--- src/f2_board_pkg.sv ---
`default_nettype none

package f2_board_pkg;

    // Autovectored interrupt levels
    localparam logic [2:0] IRQ_VBL_LEVEL = 3'd5;
    localparam logic [2:0] IRQ_DMA_LEVEL = 3'd6;

    ////////////////////////////////////////////////////////////
    // Word offsets inside the I/O region
    ////////////////////////////////////////////////////////////
    localparam logic [2:0] PORT_DSWA = 3'd0;
    localparam logic [2:0] PORT_DSWB = 3'd1;
    localparam logic [2:0] PORT_P1   = 3'd2;
    localparam logic [2:0] PORT_P2   = 3'd3;
    localparam logic [2:0] PORT_COIN = 3'd4;

    // CPU clock enable ratio, 172/765 of the system clock
    localparam logic [9:0] CEN_NUM_DEFAULT = 10'd172;
    localparam logic [9:0] CEN_DEN_DEFAULT = 10'd765;

endpackage

`default_nettype wire

--- src/cpu_clock_enable.sv ---
`timescale 1ns/1ps
`default_nettype none

module cpu_clock_enable #(
    parameter logic [9:0] CEN_NUM = f2_board_pkg::CEN_NUM_DEFAULT,
    parameter logic [9:0] CEN_DEN = f2_board_pkg::CEN_DEN_DEFAULT
) (
    input  wire   clk,
    input  wire   reset,
    input  wire   pause,
    output logic  ce_cpu
);

    logic [9:0]  acc;
    logic [10:0] sum;
    logic [10:0] wrapped;

    // One extra bit so the sum cannot overflow
    assign sum     = {1'b0, acc} + {1'b0, CEN_NUM};
    assign wrapped = sum - {1'b0, CEN_DEN};

    always_ff @(posedge clk) begin
        if (reset) begin
            acc    <= '0;
            ce_cpu <= 1'b0;
        end else begin
            ce_cpu <= 1'b0;
            if (!pause) begin // Paused holds the phase
                if (sum >= {1'b0, CEN_DEN}) begin
                    acc    <= wrapped[9:0];
                    ce_cpu <= 1'b1;
                end else begin
                    acc    <= sum[9:0];
                end
            end
        end
    end

endmodule

`default_nettype wire

--- config.mk ---
export PLATFORM = sky130hd
export DESIGN_NAME = cpu_clock_enable
export DESIGN_NICKNAME = d
export VERILOG_FILES = /design/src/f2_board_pkg.sv /design/src/cpu_clock_enable.sv
export SDC_FILE = /design/constraint.sdc
export NUM_CORES = 1
export LEC_CHECK = 0
export BUFFER_PORTS_ARGS = -buffer_cell sky130_fd_sc_hd__buf_2
export CAP_MARGIN = 20
export CORE_UTILIZATION = 50
export DETAILED_ROUTE_END_ITERATION = 16
export GPL_TIMING_DRIVEN = 0
export PLACE_DENSITY = 0.67
export SLEW_MARGIN = 20
export SYNTH_ARGS = -nofsm -noshare
export SYNTH_HDL_FRONTEND = slang
export SYNTH_SLANG_ARGS = --single-unit
--- constraint.sdc ---
create_clock -name clk -period 3 [get_ports clk]
set_input_delay 0.3 -clock clk [delete_from_list [all_inputs] [get_ports clk]]
set_output_delay 0.3 -clock clk [all_outputs]
set_load 0.02 [all_outputs]
==> results of run 1 <==
[worst paths after layout]
| check | slack [ns] | endpoint | depth (start not counted) |
|---|---|---|---|
| max | 0.30 | acc[8] | 9 |
| min | 0.42 | acc[4] | 4 |
| max reg2reg | 0.30 | acc[8] | 9 |
| min reg2reg | 0.52 | acc[1] | 2 |
[sequential cells by signal (all words and copies together), names as in the netlist]
name / count
acc: 10
ce_cpu: 1
[cells by family after synthesis]
group           synth area share [%]
mux                             4.22
xor+xnor                        2.53
compound gates                  28.2
buf+inv                         9.88
simple gates                    30.4
flops                           21.2
fa+ha+maj                       3.61
[layout make-up]
| type | count | area, um^2 |
|---|---|---|
| well taps | 27 | 33.8 |
| clock inverters | 1 | 5.00 |
| inverters | 12 | 45.0 |
| fillers | 207 | 852 |
| plain buffers | 10 | 57.6 |
| repair buffers | 2 | 10.0 |
| clock buffers | 3 | 22.5 |
| multi-input cells | 109 | 716 |
| flip-flops and latches | 11 | 220 |
[cell usage after synthesis, types with 2 or more instances]
library cell,instances,area share (%)
sky130_fd_sc_hd__and3_1,5,3.0
sky130_fd_sc_hd__or4_1,3,2.2
sky130_fd_sc_hd__or3b_1,2,1.7
sky130_fd_sc_hd__a211oi_1,5,3.6
sky130_fd_sc_hd__o31a_1,2,1.7
sky130_fd_sc_hd__a31oi_1,5,3.0
sky130_fd_sc_hd__nor4_1,2,1.2
sky130_fd_sc_hd__o21bai_1,2,1.4
sky130_fd_sc_hd__a21oi_1,6,2.9
sky130_fd_sc_hd__nor2_1,12,4.3
sky130_fd_sc_hd__inv_1,12,4.3
sky130_fd_sc_hd__buf_6,2,2.2
sky130_fd_sc_hd__o21ai_0,5,2.4
sky130_fd_sc_hd__nand2b_1,6,3.6
sky130_fd_sc_hd__xnor2_1,2,1.7
sky130_fd_sc_hd__o221ai_1,2,1.7
sky130_fd_sc_hd__o21ai_1,2,0.96
sky130_fd_sc_hd__nand2_1,8,2.9
sky130_fd_sc_hd__o211ai_1,2,1.4
sky130_fd_sc_hd__ha_1,3,3.6
sky130_fd_sc_hd__clkbuf_1,6,2.2
sky130_fd_sc_hd__nand3_1,6,2.9
sky130_fd_sc_hd__dfxtp_1,11,21
sky130_fd_sc_hd__o22ai_1,2,1.2
sky130_fd_sc_hd__mux2_1,3,3.3
sky130_fd_sc_hd__nor3_1,3,1.4
sky130_fd_sc_hd__or3_1,2,1.2
sky130_fd_sc_hd__nand4_1,3,1.8
[layout by cell type (no fill, tap or decap), types with 2 or more instances in the layout]
| master | count |
|---|---|
| sky130_fd_sc_hd__o21bai_1 | 2 |
| sky130_fd_sc_hd__buf_6 | 2 |
| sky130_fd_sc_hd__clkbuf_4 | 3 |
| sky130_fd_sc_hd__or4_1 | 3 |
| sky130_fd_sc_hd__nor4_1 | 2 |
| sky130_fd_sc_hd__nand2b_1 | 6 |
| sky130_fd_sc_hd__mux2_1 | 3 |
| sky130_fd_sc_hd__and3_1 | 5 |
| sky130_fd_sc_hd__nor2_1 | 12 |
| sky130_fd_sc_hd__or3b_1 | 2 |
| sky130_fd_sc_hd__clkbuf_1 | 6 |
| sky130_fd_sc_hd__inv_1 | 12 |
| sky130_fd_sc_hd__buf_2 | 3 |
| sky130_fd_sc_hd__nand4_1 | 3 |
| sky130_fd_sc_hd__a31oi_1 | 5 |
| sky130_fd_sc_hd__o22ai_1 | 2 |
| sky130_fd_sc_hd__ha_1 | 3 |
| sky130_fd_sc_hd__a21oi_1 | 6 |
| sky130_fd_sc_hd__xnor2_1 | 2 |
| sky130_fd_sc_hd__nor3_1 | 3 |
| sky130_fd_sc_hd__o211ai_1 | 2 |
| sky130_fd_sc_hd__o221ai_1 | 2 |
| sky130_fd_sc_hd__o21ai_1 | 2 |
| sky130_fd_sc_hd__dfxtp_1 | 11 |
| sky130_fd_sc_hd__o21ai_0 | 5 |
| sky130_fd_sc_hd__o31a_1 | 2 |
| sky130_fd_sc_hd__a211oi_1 | 5 |
| sky130_fd_sc_hd__nand2_1 | 8 |
| sky130_fd_sc_hd__or3_1 | 2 |
| sky130_fd_sc_hd__nand3_1 | 6 |
[power groups by stage]
stage / sequential [mW] / clock (mW) / combinational, mW
floorplan: 0.212 / 0 / 0.369
global placement: 0.222 / 0 / 0.440
detailed placement: 0.223 / 0 / 0.450
CTS: 0.219 / 0.116 / 0.452
global route: 0.226 / 0.122 / 0.507
finish: 0.220 / 0.117 / 0.458
[tightest hold or removal path, cell delays in order]
cell and delay, ns:
sky130_fd_sc_hd__buf_2 0.09, sky130_fd_sc_hd__inv_1 0.11, sky130_fd_sc_hd__nand4_1 0.10, sky130_fd_sc_hd__a21oi_1 0.06
[per-layer routing]
layer | up-vias | routed length [um] | GRT usage [%]
met1 | 544 | 1230 | 38.5
met3 | 6 | 197 | 4.53
met4 | 0 | 61 | 11.7
met5 | - | 0 | 0
li1 | 536 | - | -
met2 | 53 | 1230 | 38.1
[stage by stage]
step / hold WS, ns / cell area (um^2) / total power [mW]
2_1_floorplan: 0.491 / 1040 / 0.580
6_report: 0.423 / 1110 / 0.796
3_3_place_gp: 0.503 / 1080 / 0.662
4_1_cts: 0.413 / 1110 / 0.788
5_1_grt: 0.450 / 1110 / 0.855
3_5_place_dp: 0.514 / 1080 / 0.673
==> reports/summary.log, run 1 <==
INFO  run_status     run_status=complete, no violations
INFO  die            die_w=47.6um
INFO  sta            timing.setup.tns=0ns
INFO  logic_synthesis ys_ff_latch=11
INFO  logic_synthesis synth_nets=148
INFO  clock_network  clock_path_buffers=2
INFO  placed_design  numPlacedInstances=171
INFO  min_path       timing.hold.worst.class=input pin to flip-flop
INFO  placed_design  gp_congestion=0.911
INFO  die            floorplan.initialDensity=52.9%
INFO  logic_synthesis ys_seq_area_share=21.2%
INFO  route          routed_wire_length_per_instance=15.6um
INFO  sta            layout_setup_ws=0.301ns
INFO  die            design.die.area=0.00226mm^2
INFO  power          p_sw_share=47.9%
INFO  die            die_h=47.6um
INFO  clock_network  count_of_buffers_added_by_post_cts_timing_repair_for_setup=0
INFO  power          power.share.combinational=57.6%
INFO  clock_network  cts_hold_buffers=0
INFO  placed_design  pre_cts_slack=0.343ns
INFO  worst_setup_path max_stage_delay=0.51ns
INFO  sta            grt_setup_unrepaired=no
INFO  route          detail_route.iter0.violations=60
INFO  worst_setup_path crit_chain=inv_1 > ha_1 > buf_6 > or3b_1 > a21oi_2 > nor2_1 > or4_1 > a41oi_2 > mux2_1
INFO  grt            all_layer_global_routing_usage=26.5%
INFO  worst_setup_path timing.critical_path.to_type=flip-flop
INFO  worst_setup_path required_time_worst_endpoint=3.18ns
INFO  clock_network  cts.root.buffer_cell=sky130_fd_sc_hd__clkbuf_4
INFO  route          drt_wl_total=2.73mm
INFO  clock_network  cts_tree=done
INFO  worst_setup_path crit_fanout=9
INFO  logic_synthesis distinct_cells_synth=46
INFO  sta            relSlewSlack=64.7%
INFO  grt            first_pass_grt_wire_length=4.06mm
INFO  route          antenna_left=0
INFO  power          power_leakage=0.427nW
INFO  logic_synthesis yosys_warnings=0
INFO  power          power_frac_clock=14.7%
INFO  cells_and_area layout-drive-gt1-share=8.78%
INFO  clock_network  cts-resized-gates=0
INFO  logic_synthesis syn_area=0.00104mm^2
INFO  worst_setup_path critPathLaunch=acc[2]
INFO  sta            minimum_period_implied_by_the_final_worst_setup_slack=2.70ns
INFO  grt            grt_overflow_total=0
INFO  cells_and_area num_antenna_cells=0
INFO  clock_network  number_of_buffers_inserted_during_clock_tree_synthesis=3
INFO  sta            maxClockFrequency=371MHz
INFO  worst_setup_path critical_path_class=flip-flop to flip-flop
INFO  worst_setup_path critPathSlowestCell=sky130_fd_sc_hd__dfxtp_1
INFO  logic_synthesis synth-edff-count=0
INFO  route          via_count=1,139
INFO  clock_network  later_pin_clock_latency_in_the_skew_report=0.29ns
INFO  worst_setup_path startpoint_type=flip-flop
INFO  die            pin_count=4
INFO  clock_network  clk_pin_slew_worst_paths=0.09ns
INFO  power          pwr_density_cell=717mW/mm^2
INFO  worst_setup_path critical_path.reg2reg.startpoint=acc[2]
INFO  power          seq_power_share=27.7%
INFO  power          power.net_switching=0.381mW
INFO  cells_and_area fin_cells=175
INFO  sta            tightestPinTransition=0.523ns
INFO  flow_run       maxCapViolations=0
INFO  sta            skew=0.00180ns
INFO  grt            largest_net_degree_at_the_start_of_global_routing=11
INFO  placed_design  buffer_ports.inserted=2
INFO  logic_synthesis syn-instance-count=142
INFO  logic_synthesis asyncSetResetFlopFracSynth=0%
INFO  sta            slew_violations=0
INFO  cells_and_area layout.core_utilization=56.6%
INFO  route          avgViaCountPerCell=6.51
INFO  cells_and_area final_nets=155
INFO  placed_design  sum_of_net_half_perimeters_after_detailed_placement=1.97mm
INFO  logic_synthesis synth_top_flop_cell=sky130_fd_sc_hd__dfxtp_1
INFO  worst_setup_path critPathBufInv=2
INFO  power          vdd_drop_max=0.439mV
INFO  min_path       min-delay-start=pause
INFO  cells_and_area syn2layout_area_growth=6.87%
INFO  die            floorplan.rows=16
INFO  route          detail_route.first_pass.iterations=4
INFO  worst_setup_path cpLargestDelayFamily=simple AND/OR/NAND/NOR gates
INFO  sta            setup_viol=0
INFO  clock_network  numClockSinks=11
INFO  sta            report.final.hold_viol_count=0
INFO  sta            finalCritPeriodShare=90.0%
INFO  grt            grt_antenna_before_repair=0
INFO  power          internal_power=0.415mW
INFO  grt            vias_in_the_first_global_route=840
INFO  route          drc_errors=0
INFO  worst_setup_path worstPathArrival=2.88ns
INFO  die            floorplan.core_area=0.00196mm^2
INFO  logic_synthesis avgSynthCellArea=7.31um^2
INFO  clock_network  number_of_h_tree_branching_levels=1
(Power assumes the default switching activity.)
==> run 2: changes to the inputs <==
- PLACE_DENSITY: 0.67 -> not set
- PLACE_DENSITY_LB_ADDON: not set -> 0.2
==> run 2 against run 1 <==
Against the previous run:
- clock-buffer cell count unchanged
- critical path type unchanged
- sequential power about the same
- utilization unchanged
- critical endpoint unchanged
- clock skew up 0.0026 ns
- fmax up 0.22%
- design area unchanged
- total power up 0.38%
- worst setup slack better by 0.0060 ns
- combinational power up 0.9%
==> reports/summary.log, run 2 (synthesis gave the netlist of run 1 again) <==
INFO  run_status     run_status=complete, no violations
INFO  placed_design  placed_cell_area=0.00108mm^2 [unchanged]
INFO  min_path       holdPathEnd=acc[4]
INFO  die            die_w=47.6um [unchanged]
INFO  grt            all_layer_global_routing_usage=27.9% [+1.5 points]
INFO  min_path       timing.hold.worst.class=input pin to flip-flop
INFO  clock_network  cts-resized-gates=0 [unchanged]
INFO  cells_and_area layout-drive-gt1-share=8.78% [unchanged]
INFO  sta            relSlewSlack=67.0% [+2.3 points]
INFO  die            floorplan.rows=16 [unchanged]
INFO  clock_network  cts.root.buffer_cell=sky130_fd_sc_hd__clkbuf_4
INFO  worst_setup_path r2r_end=acc[8]
INFO  route          detail_route.first_pass.iterations=4 [unchanged]
INFO  sta            slew_violations=0 [unchanged]
INFO  cells_and_area mostFrequentLayoutCells=sky130_fd_sc_hd__inv_1 (12), sky130_fd_sc_hd__nor2_1 (12), sky130_fd_sc_hd__dfxtp_1 (11)
INFO  clock_network  cts_tree=done
INFO  route          detail_route.iter0.violations=58 [-3.3%]
INFO  cells_and_area final_nets=155 [unchanged]
INFO  sta            maxClockFrequency=371MHz [+0.22%]
INFO  clock_network  numClockSinks=11 [unchanged]
INFO  sta            skew=0.00440ns [+0.00260 ns]
INFO  cells_and_area num_antenna_cells=0 [unchanged]
INFO  die            floorplan.core_area=0.00196mm^2 [unchanged]
INFO  clock_network  cts_hold_buffers=0 [unchanged]
INFO  clock_network  number_of_h_tree_branching_levels=1 [unchanged]
INFO  grt            grt_antenna_before_repair=0 [unchanged]
INFO  die            design.die.area=0.00226mm^2 [unchanged]
INFO  route          top_layer_used=met4
INFO  power          design_power_total=0.799mW [+0.38%]
INFO  die            floorplan.initialDensity=52.9% [unchanged]
INFO  worst_setup_path worstPathArrival=2.87ns [about the same]
INFO  clock_network  number_of_buffers_inserted_during_clock_tree_synthesis=3 [unchanged]
INFO  die            die_h=47.6um [unchanged]
INFO  cells_and_area fill_cells=213 [+2.9%]
INFO  cells_and_area largest_register=acc
INFO  die            pin_count=4 [unchanged]
INFO  clock_network  clk_pin_slew_worst_paths=0.09ns [about the same]
INFO  sta            layout_setup_ws=0.308ns [+0.00602 ns]
INFO  grt            grt_overflow_total=0 [unchanged]
INFO  route          met1_length=1.24mm [+0.97%]
INFO  route          via_count=1,132 [-0.61%]
INFO  worst_setup_path critical_path.reg2reg.startpoint=acc[2]
INFO  sta            grt_setup_unrepaired=no
INFO  min_path       worstHoldPathCells=4 [unchanged]
INFO  worst_setup_path required_time_worst_endpoint=3.18ns [about the same]
INFO  placed_design  gp_congestion=0.890 [-2.3%]
INFO  sta            report.final.hold_viol_count=0 [unchanged]
INFO  power          power_leakage=0.427nW [unchanged]
INFO  clock_network  later_pin_clock_latency_in_the_skew_report=0.29ns [about the same]
INFO  route          routed_wire_length_on_met2=1.31mm [+5.9%]
INFO  worst_setup_path critical_path_class=flip-flop to flip-flop
INFO  route          routed_wire_length_per_instance=16.0um [+2.7%]
INFO  power          pwr_density_cell=720mW/mm^2 [+0.38%]
INFO  worst_setup_path minimum_setup_slack_among_reg_to_reg_paths=0.31ns [about the same]
INFO  sta            setup_viol=0 [unchanged]
INFO  power          vdd_drop_max=0.416mV [-5.2%]
INFO  sta            tightestPinTransition=0.482ns [-0.0408 ns]
INFO  flow_run       maxCapViolations=0 [unchanged]
INFO  sta            finalCritPeriodShare=89.7% [-0.20 points]
INFO  placed_design  sum_of_net_half_perimeters_after_detailed_placement=1.97mm [-0.10%]
INFO  clock_network  clock_path_buffers=2 [unchanged]
INFO  cells_and_area largest_reg_flops=10 [unchanged]
INFO  cells_and_area largestRegisters=acc: 10 flops, ce_cpu: 1 flops
INFO  placed_design  buffer_ports.inserted=2 [unchanged]
INFO  sta            minimum_period_implied_by_the_final_worst_setup_slack=2.69ns [-0.00602 ns]
INFO  cells_and_area syn2layout_area_growth=6.87% [unchanged]
INFO  route          antenna_left=0 [unchanged]
INFO  clock_network  count_of_buffers_added_by_post_cts_timing_repair_for_setup=0 [unchanged]
INFO  sta            timing.setup.tns=0ns [unchanged]
INFO  worst_setup_path crit_fanout=9 [unchanged]
INFO  grt            vias_in_the_first_global_route=999 [+19%]
INFO  worst_setup_path timing.critical_path.to_type=flip-flop
INFO  worst_setup_path startpoint_type=flip-flop
INFO  route          wire_length_on_met3=189um [-4.1%]
INFO  sta            holdWs=0.418ns [-0.00562 ns]
INFO  placed_design  pre_cts_slack=0.360ns [+0.0166 ns]
INFO  route          drc_errors=0 [unchanged]
INFO  grt            largest_net_degree_at_the_start_of_global_routing=11 [unchanged]
INFO  min_path       min-delay-start=pause
INFO  worst_setup_path ff2ff_path_depth=9 [unchanged]
INFO  cells_and_area design_area=0.00111mm^2 [unchanged]
INFO  route          avgViaCountPerCell=6.47 [-0.61%]
INFO  route          drt_wl_total=2.80mm [+2.7%]
INFO  grt            first_pass_grt_wire_length=4.39mm [+8.0%]
==> run 2: worst max-delay path, stage by stage, from the launching register on <==
cell                      delay (ns)
sky130_fd_sc_hd__dfxtp_1        0.51
sky130_fd_sc_hd__inv_1          0.14
sky130_fd_sc_hd__ha_1           0.22
sky130_fd_sc_hd__buf_6          0.13
sky130_fd_sc_hd__or3b_1         0.36
sky130_fd_sc_hd__a21oi_2        0.15
sky130_fd_sc_hd__nor2_1         0.10
sky130_fd_sc_hd__or4_1          0.43
sky130_fd_sc_hd__a41oi_2        0.21
sky130_fd_sc_hd__mux2_1         0.33
==> run 2: worst max-delay path by stage <==
stage	cells after the start	endpoint	slack (ns)	startpoint
2_1_floorplan	9	acc[8]	0.59	acc[2]
3_3_place_gp	9	acc[8]	0.37	acc[2]
3_5_place_dp	9	acc[8]	0.36	acc[2]
4_1_cts	9	acc[8]	0.32	acc[2]
5_1_grt	9	acc[2]	0.09	acc[2]
6_report	9	acc[8]	0.31	acc[2]
==> run 2: report_power, final <==
group | internal [mW] | switching [mW]
Sequential | 0.181 | 0.0422
Combinational | 0.184 | 0.278
Clock | 0.0496 | 0.0643
Total | 0.414 | 0.384
==> run 2: metal layers <==
metal | vias to the layer above | GRT usage (%)
li1 | 540 | -
met4 | 0 | 12.8
met3 | 7 | 5.28
met1 | 524 | 36.4
met5 | - | 0
met2 | 61 | 44.7
==> run 2: layout make-up <==
class | count | area, um^2 | share of cell area [%]
Multi-Input combinational cell | 109 | 716 | 64.5
Sequential cell | 11 | 220 | 19.8
Buffer | 10 | 57.6 | 5.19
Inverter | 12 | 45.0 | 4.06
Tap cell | 27 | 33.8 | 3.04
Clock buffer | 3 | 22.5 | 2.03
Timing Repair Buffer | 2 | 10.0 | 0.902
Clock inverter | 1 | 5.00 | 0.451
==> run 2: per-stage QoR <==
step | util (%) | instances
after global placement | 55.2 | 171
after global routing | 56.6 | 175
after floorplan | - | 142
after detailed placement | 55.2 | 171
final | 56.6 | 175
after CTS | 56.6 | 175
==> run 3: changes to the inputs <==
- BUFFER_PORTS_ARGS: -buffer_cell sky130_fd_sc_hd__buf_2 -> not set
- DONT_BUFFER_PORTS: not set -> 1
==> run 3 against run 2 <==
Against the previous run:
- die area unchanged
- global-route usage down 0.76 points
- non-clock buffer count down 2
- clock power down 4%
- utilization down 0.51 points
- hold slack worse by 0.095 ns
- routed wire length down 4.5%
- critical path depth unchanged
- worst setup slack about the same
- critical endpoint unchanged
- largest cell class unchanged
- largest power group unchanged
- highest routed layer unchanged
==> reports/summary.log, run 3 (synthesis gave the netlist of run 1 again) <==
INFO  run_status     run_status=complete, no violations
INFO  cells_and_area syn2layout_area_growth=5.90%
INFO  grt            grt.met2_usage=38.1% [-6.6 points]
INFO  worst_setup_path worstPathArrival=2.87ns [about the same]
INFO  route          drt_wl_total=2.67mm [-4.5%]
INFO  sta            skew=0.00121ns [-0.00319 ns]
INFO  worst_setup_path critical_path_class=flip-flop to flip-flop
INFO  power          design_power_total=0.794mW [-0.56%]
INFO  route          antenna_left=0 [unchanged]
INFO  clock_network  count_of_buffers_added_by_post_cts_timing_repair_for_setup=0 [unchanged]
INFO  sta            relSlewSlack=63.3% [-3.7 points]
INFO  grt            largest_net_degree_at_the_start_of_global_routing=11 [unchanged]
INFO  cells_and_area final_nets=153 [-1.3%]
INFO  cells_and_area largest_reg_flops=10 [unchanged]
INFO  sta            grt_setup_unrepaired=no
INFO  grt            vias_in_the_first_global_route=908 [-9.1%]
INFO  clock_network  cts-resized-gates=0 [unchanged]
INFO  sta            report.final.hold_viol_count=0 [unchanged]
INFO  route          via_count=1,093 [-3.4%]
INFO  clock_network  cts.root.buffer_cell=sky130_fd_sc_hd__clkbuf_4
INFO  die            die_h=47.6um [unchanged]
INFO  sta            timing.setup.tns=0ns [unchanged]
INFO  route          detail_route.iter0.violations=48 [-17%]
INFO  die            floorplan.rows=16 [unchanged]
INFO  sta            minimum_period_implied_by_the_final_worst_setup_slack=2.69ns [-0.000295 ns]
INFO  sta            setup_viol=0 [unchanged]
INFO  cells_and_area num_antenna_cells=0 [unchanged]
INFO  die            floorplan.initialDensity=52.9% [unchanged]
INFO  die            floorplan.core_area=0.00196mm^2 [unchanged]
INFO  cells_and_area largestRegisters=acc: 10 flops, ce_cpu: 1 flops
INFO  worst_setup_path crit_chain=inv_1 > ha_1 > buf_6 > or3b_1 > a21oi_2 > nor2_1 > or4_1 > a41oi_2 > mux2_1
INFO  sta            finalCritPeriodShare=89.7% [about the same]
INFO  route          detail_route.first_pass.iterations=4 [unchanged]
INFO  power          pwr_density_cell=722mW/mm^2 [+0.35%]
INFO  clock_network  number_of_h_tree_branching_levels=1 [unchanged]
INFO  worst_setup_path max_stage_delay=0.47ns [-0.04 ns]
INFO  sta            holdWs=0.322ns [-0.0953 ns]
INFO  clock_network  number_of_buffers_inserted_during_clock_tree_synthesis=3 [unchanged]
INFO  clock_network  cts_hold_buffers=0 [unchanged]
INFO  power          power_leakage=0.417nW [-2.2%]
INFO  power          vdd_drop_max=0.466mV [+12%]
INFO  grt            grt_antenna_before_repair=0 [unchanged]
INFO  sta            maxClockFrequency=371MHz [about the same]
INFO  clock_network  numClockSinks=11 [unchanged]
INFO  flow_run       maxCapViolations=0 [unchanged]
INFO  cells_and_area largest_register=acc
INFO  cells_and_area mostFrequentLayoutCells=sky130_fd_sc_hd__inv_1 (12), sky130_fd_sc_hd__nor2_1 (12), sky130_fd_sc_hd__dfxtp_1 (11)
INFO  worst_setup_path required_time_worst_endpoint=3.18ns [about the same]
INFO  clock_network  clk_pin_slew_worst_paths=0.08ns [about the same]
INFO  worst_setup_path startpoint_type=flip-flop
INFO  grt            grt-busiest-layer=met1
INFO  clock_network  clock_path_buffers=2 [unchanged]
INFO  cells_and_area layout-drive-gt1-share=7.53% [-1.2 points]
INFO  sta            slew_violations=0 [unchanged]
INFO  grt            grt_overflow_total=0 [unchanged]
INFO  grt            grt_use_met3=4.91% [-0.38 points]
INFO  min_path       timing.hold.worst.class=input pin to flip-flop
INFO  worst_setup_path timing.critical_path.to_type=flip-flop
INFO  clock_network  later_pin_clock_latency_in_the_skew_report=0.28ns [about the same]
INFO  route          avgViaCountPerCell=6.32 [-2.3%]
INFO  die            design.die.area=0.00226mm^2 [unchanged]
INFO  die            die_w=47.6um [unchanged]
INFO  placed_design  sum_of_net_half_perimeters_after_detailed_placement=1.91mm [-3.2%]
INFO  sta            tightestPinTransition=0.543ns [+0.0612 ns]
INFO  grt            first_pass_grt_wire_length=4.26mm [-2.8%]
INFO  clock_network  cts_tree=done
INFO  placed_design  gp_congestion=0.882 [-0.96%]
INFO  worst_setup_path critPathSlowestCell=sky130_fd_sc_hd__dfxtp_1
INFO  die            pin_count=4 [unchanged]
INFO  worst_setup_path crit_fanout=9 [unchanged]
INFO  grt            grt.met1_usage=40.4% [+4.0 points]
INFO  route          routed_wire_length_per_instance=15.4um [-3.4%]
INFO  route          drc_errors=0 [unchanged]
INFO  placed_design  buffer_ports.inserted=0 [-2]
INFO  grt            all_layer_global_routing_usage=27.2% [-0.76 points]
[run 3: changes by cell type in the layout (fill, tap and decap cells not counted)]
cell / change
sky130_fd_sc_hd__buf_2: -2
[run 3: worst paths after layout]
path | startpoint | to | slack, ns | cells past startpoint
hold / removal | pause | acc[4] | 0.32 | 3
hold reg to reg | acc[1] | acc[1] | 0.52 | 2
setup / recovery | acc[2] | acc[8] | 0.31 | 9
setup reg to reg | acc[2] | acc[8] | 0.31 | 9
[run 3: area by class of cell]
cell class                      instances  area [um^2]
Clock buffer                            3         22.5
Tap cell                               27         33.8
Fill cell                             211          862
Sequential cell                        11          220
Clock inverter                          1         5.00
Buffer                                 10         57.6
Multi-Input combinational cell        109          716
Inverter                               12         45.0
[run 3: where the power goes]
part           internal (mW)  switching, mW  leakage, nW
Combinational          0.183          0.278        0.309
Clock                 0.0496         0.0608       0.0177
Sequential             0.181         0.0429       0.0907
Total                  0.413          0.381        0.417
[run 3: through the flow]
| stage | area (um^2) | std cells | util (%) | worst slack, ns |
|---|---|---|---|---|
| floorplan | 1040 | 142 | - | 0.594 |
| global placement | 1070 | 169 | 54.7 | 0.362 |
| detailed placement | 1070 | 169 | 54.7 | 0.360 |
| CTS | 1100 | 173 | 56.1 | 0.323 |
| global route | 1100 | 173 | 56.1 | 0.187 |
| finish | 1100 | 173 | 56.1 | 0.308 |
[run 3: critical path: cells and delay by family, from the launching register on]
family	cells	cell delay, ns
flops	1	0.47
buf+inv	2	0.26
fa+ha+maj	1	0.22
simple gates	3	0.93
mux	1	0.33
compound gates	2	0.38
[run 3: per-layer routing]
layer,vias up,part of all wire [%]
met5,-,0
met4,0,2.3
met3,8,7.8
met2,51,42
met1,497,47
li1,537,-
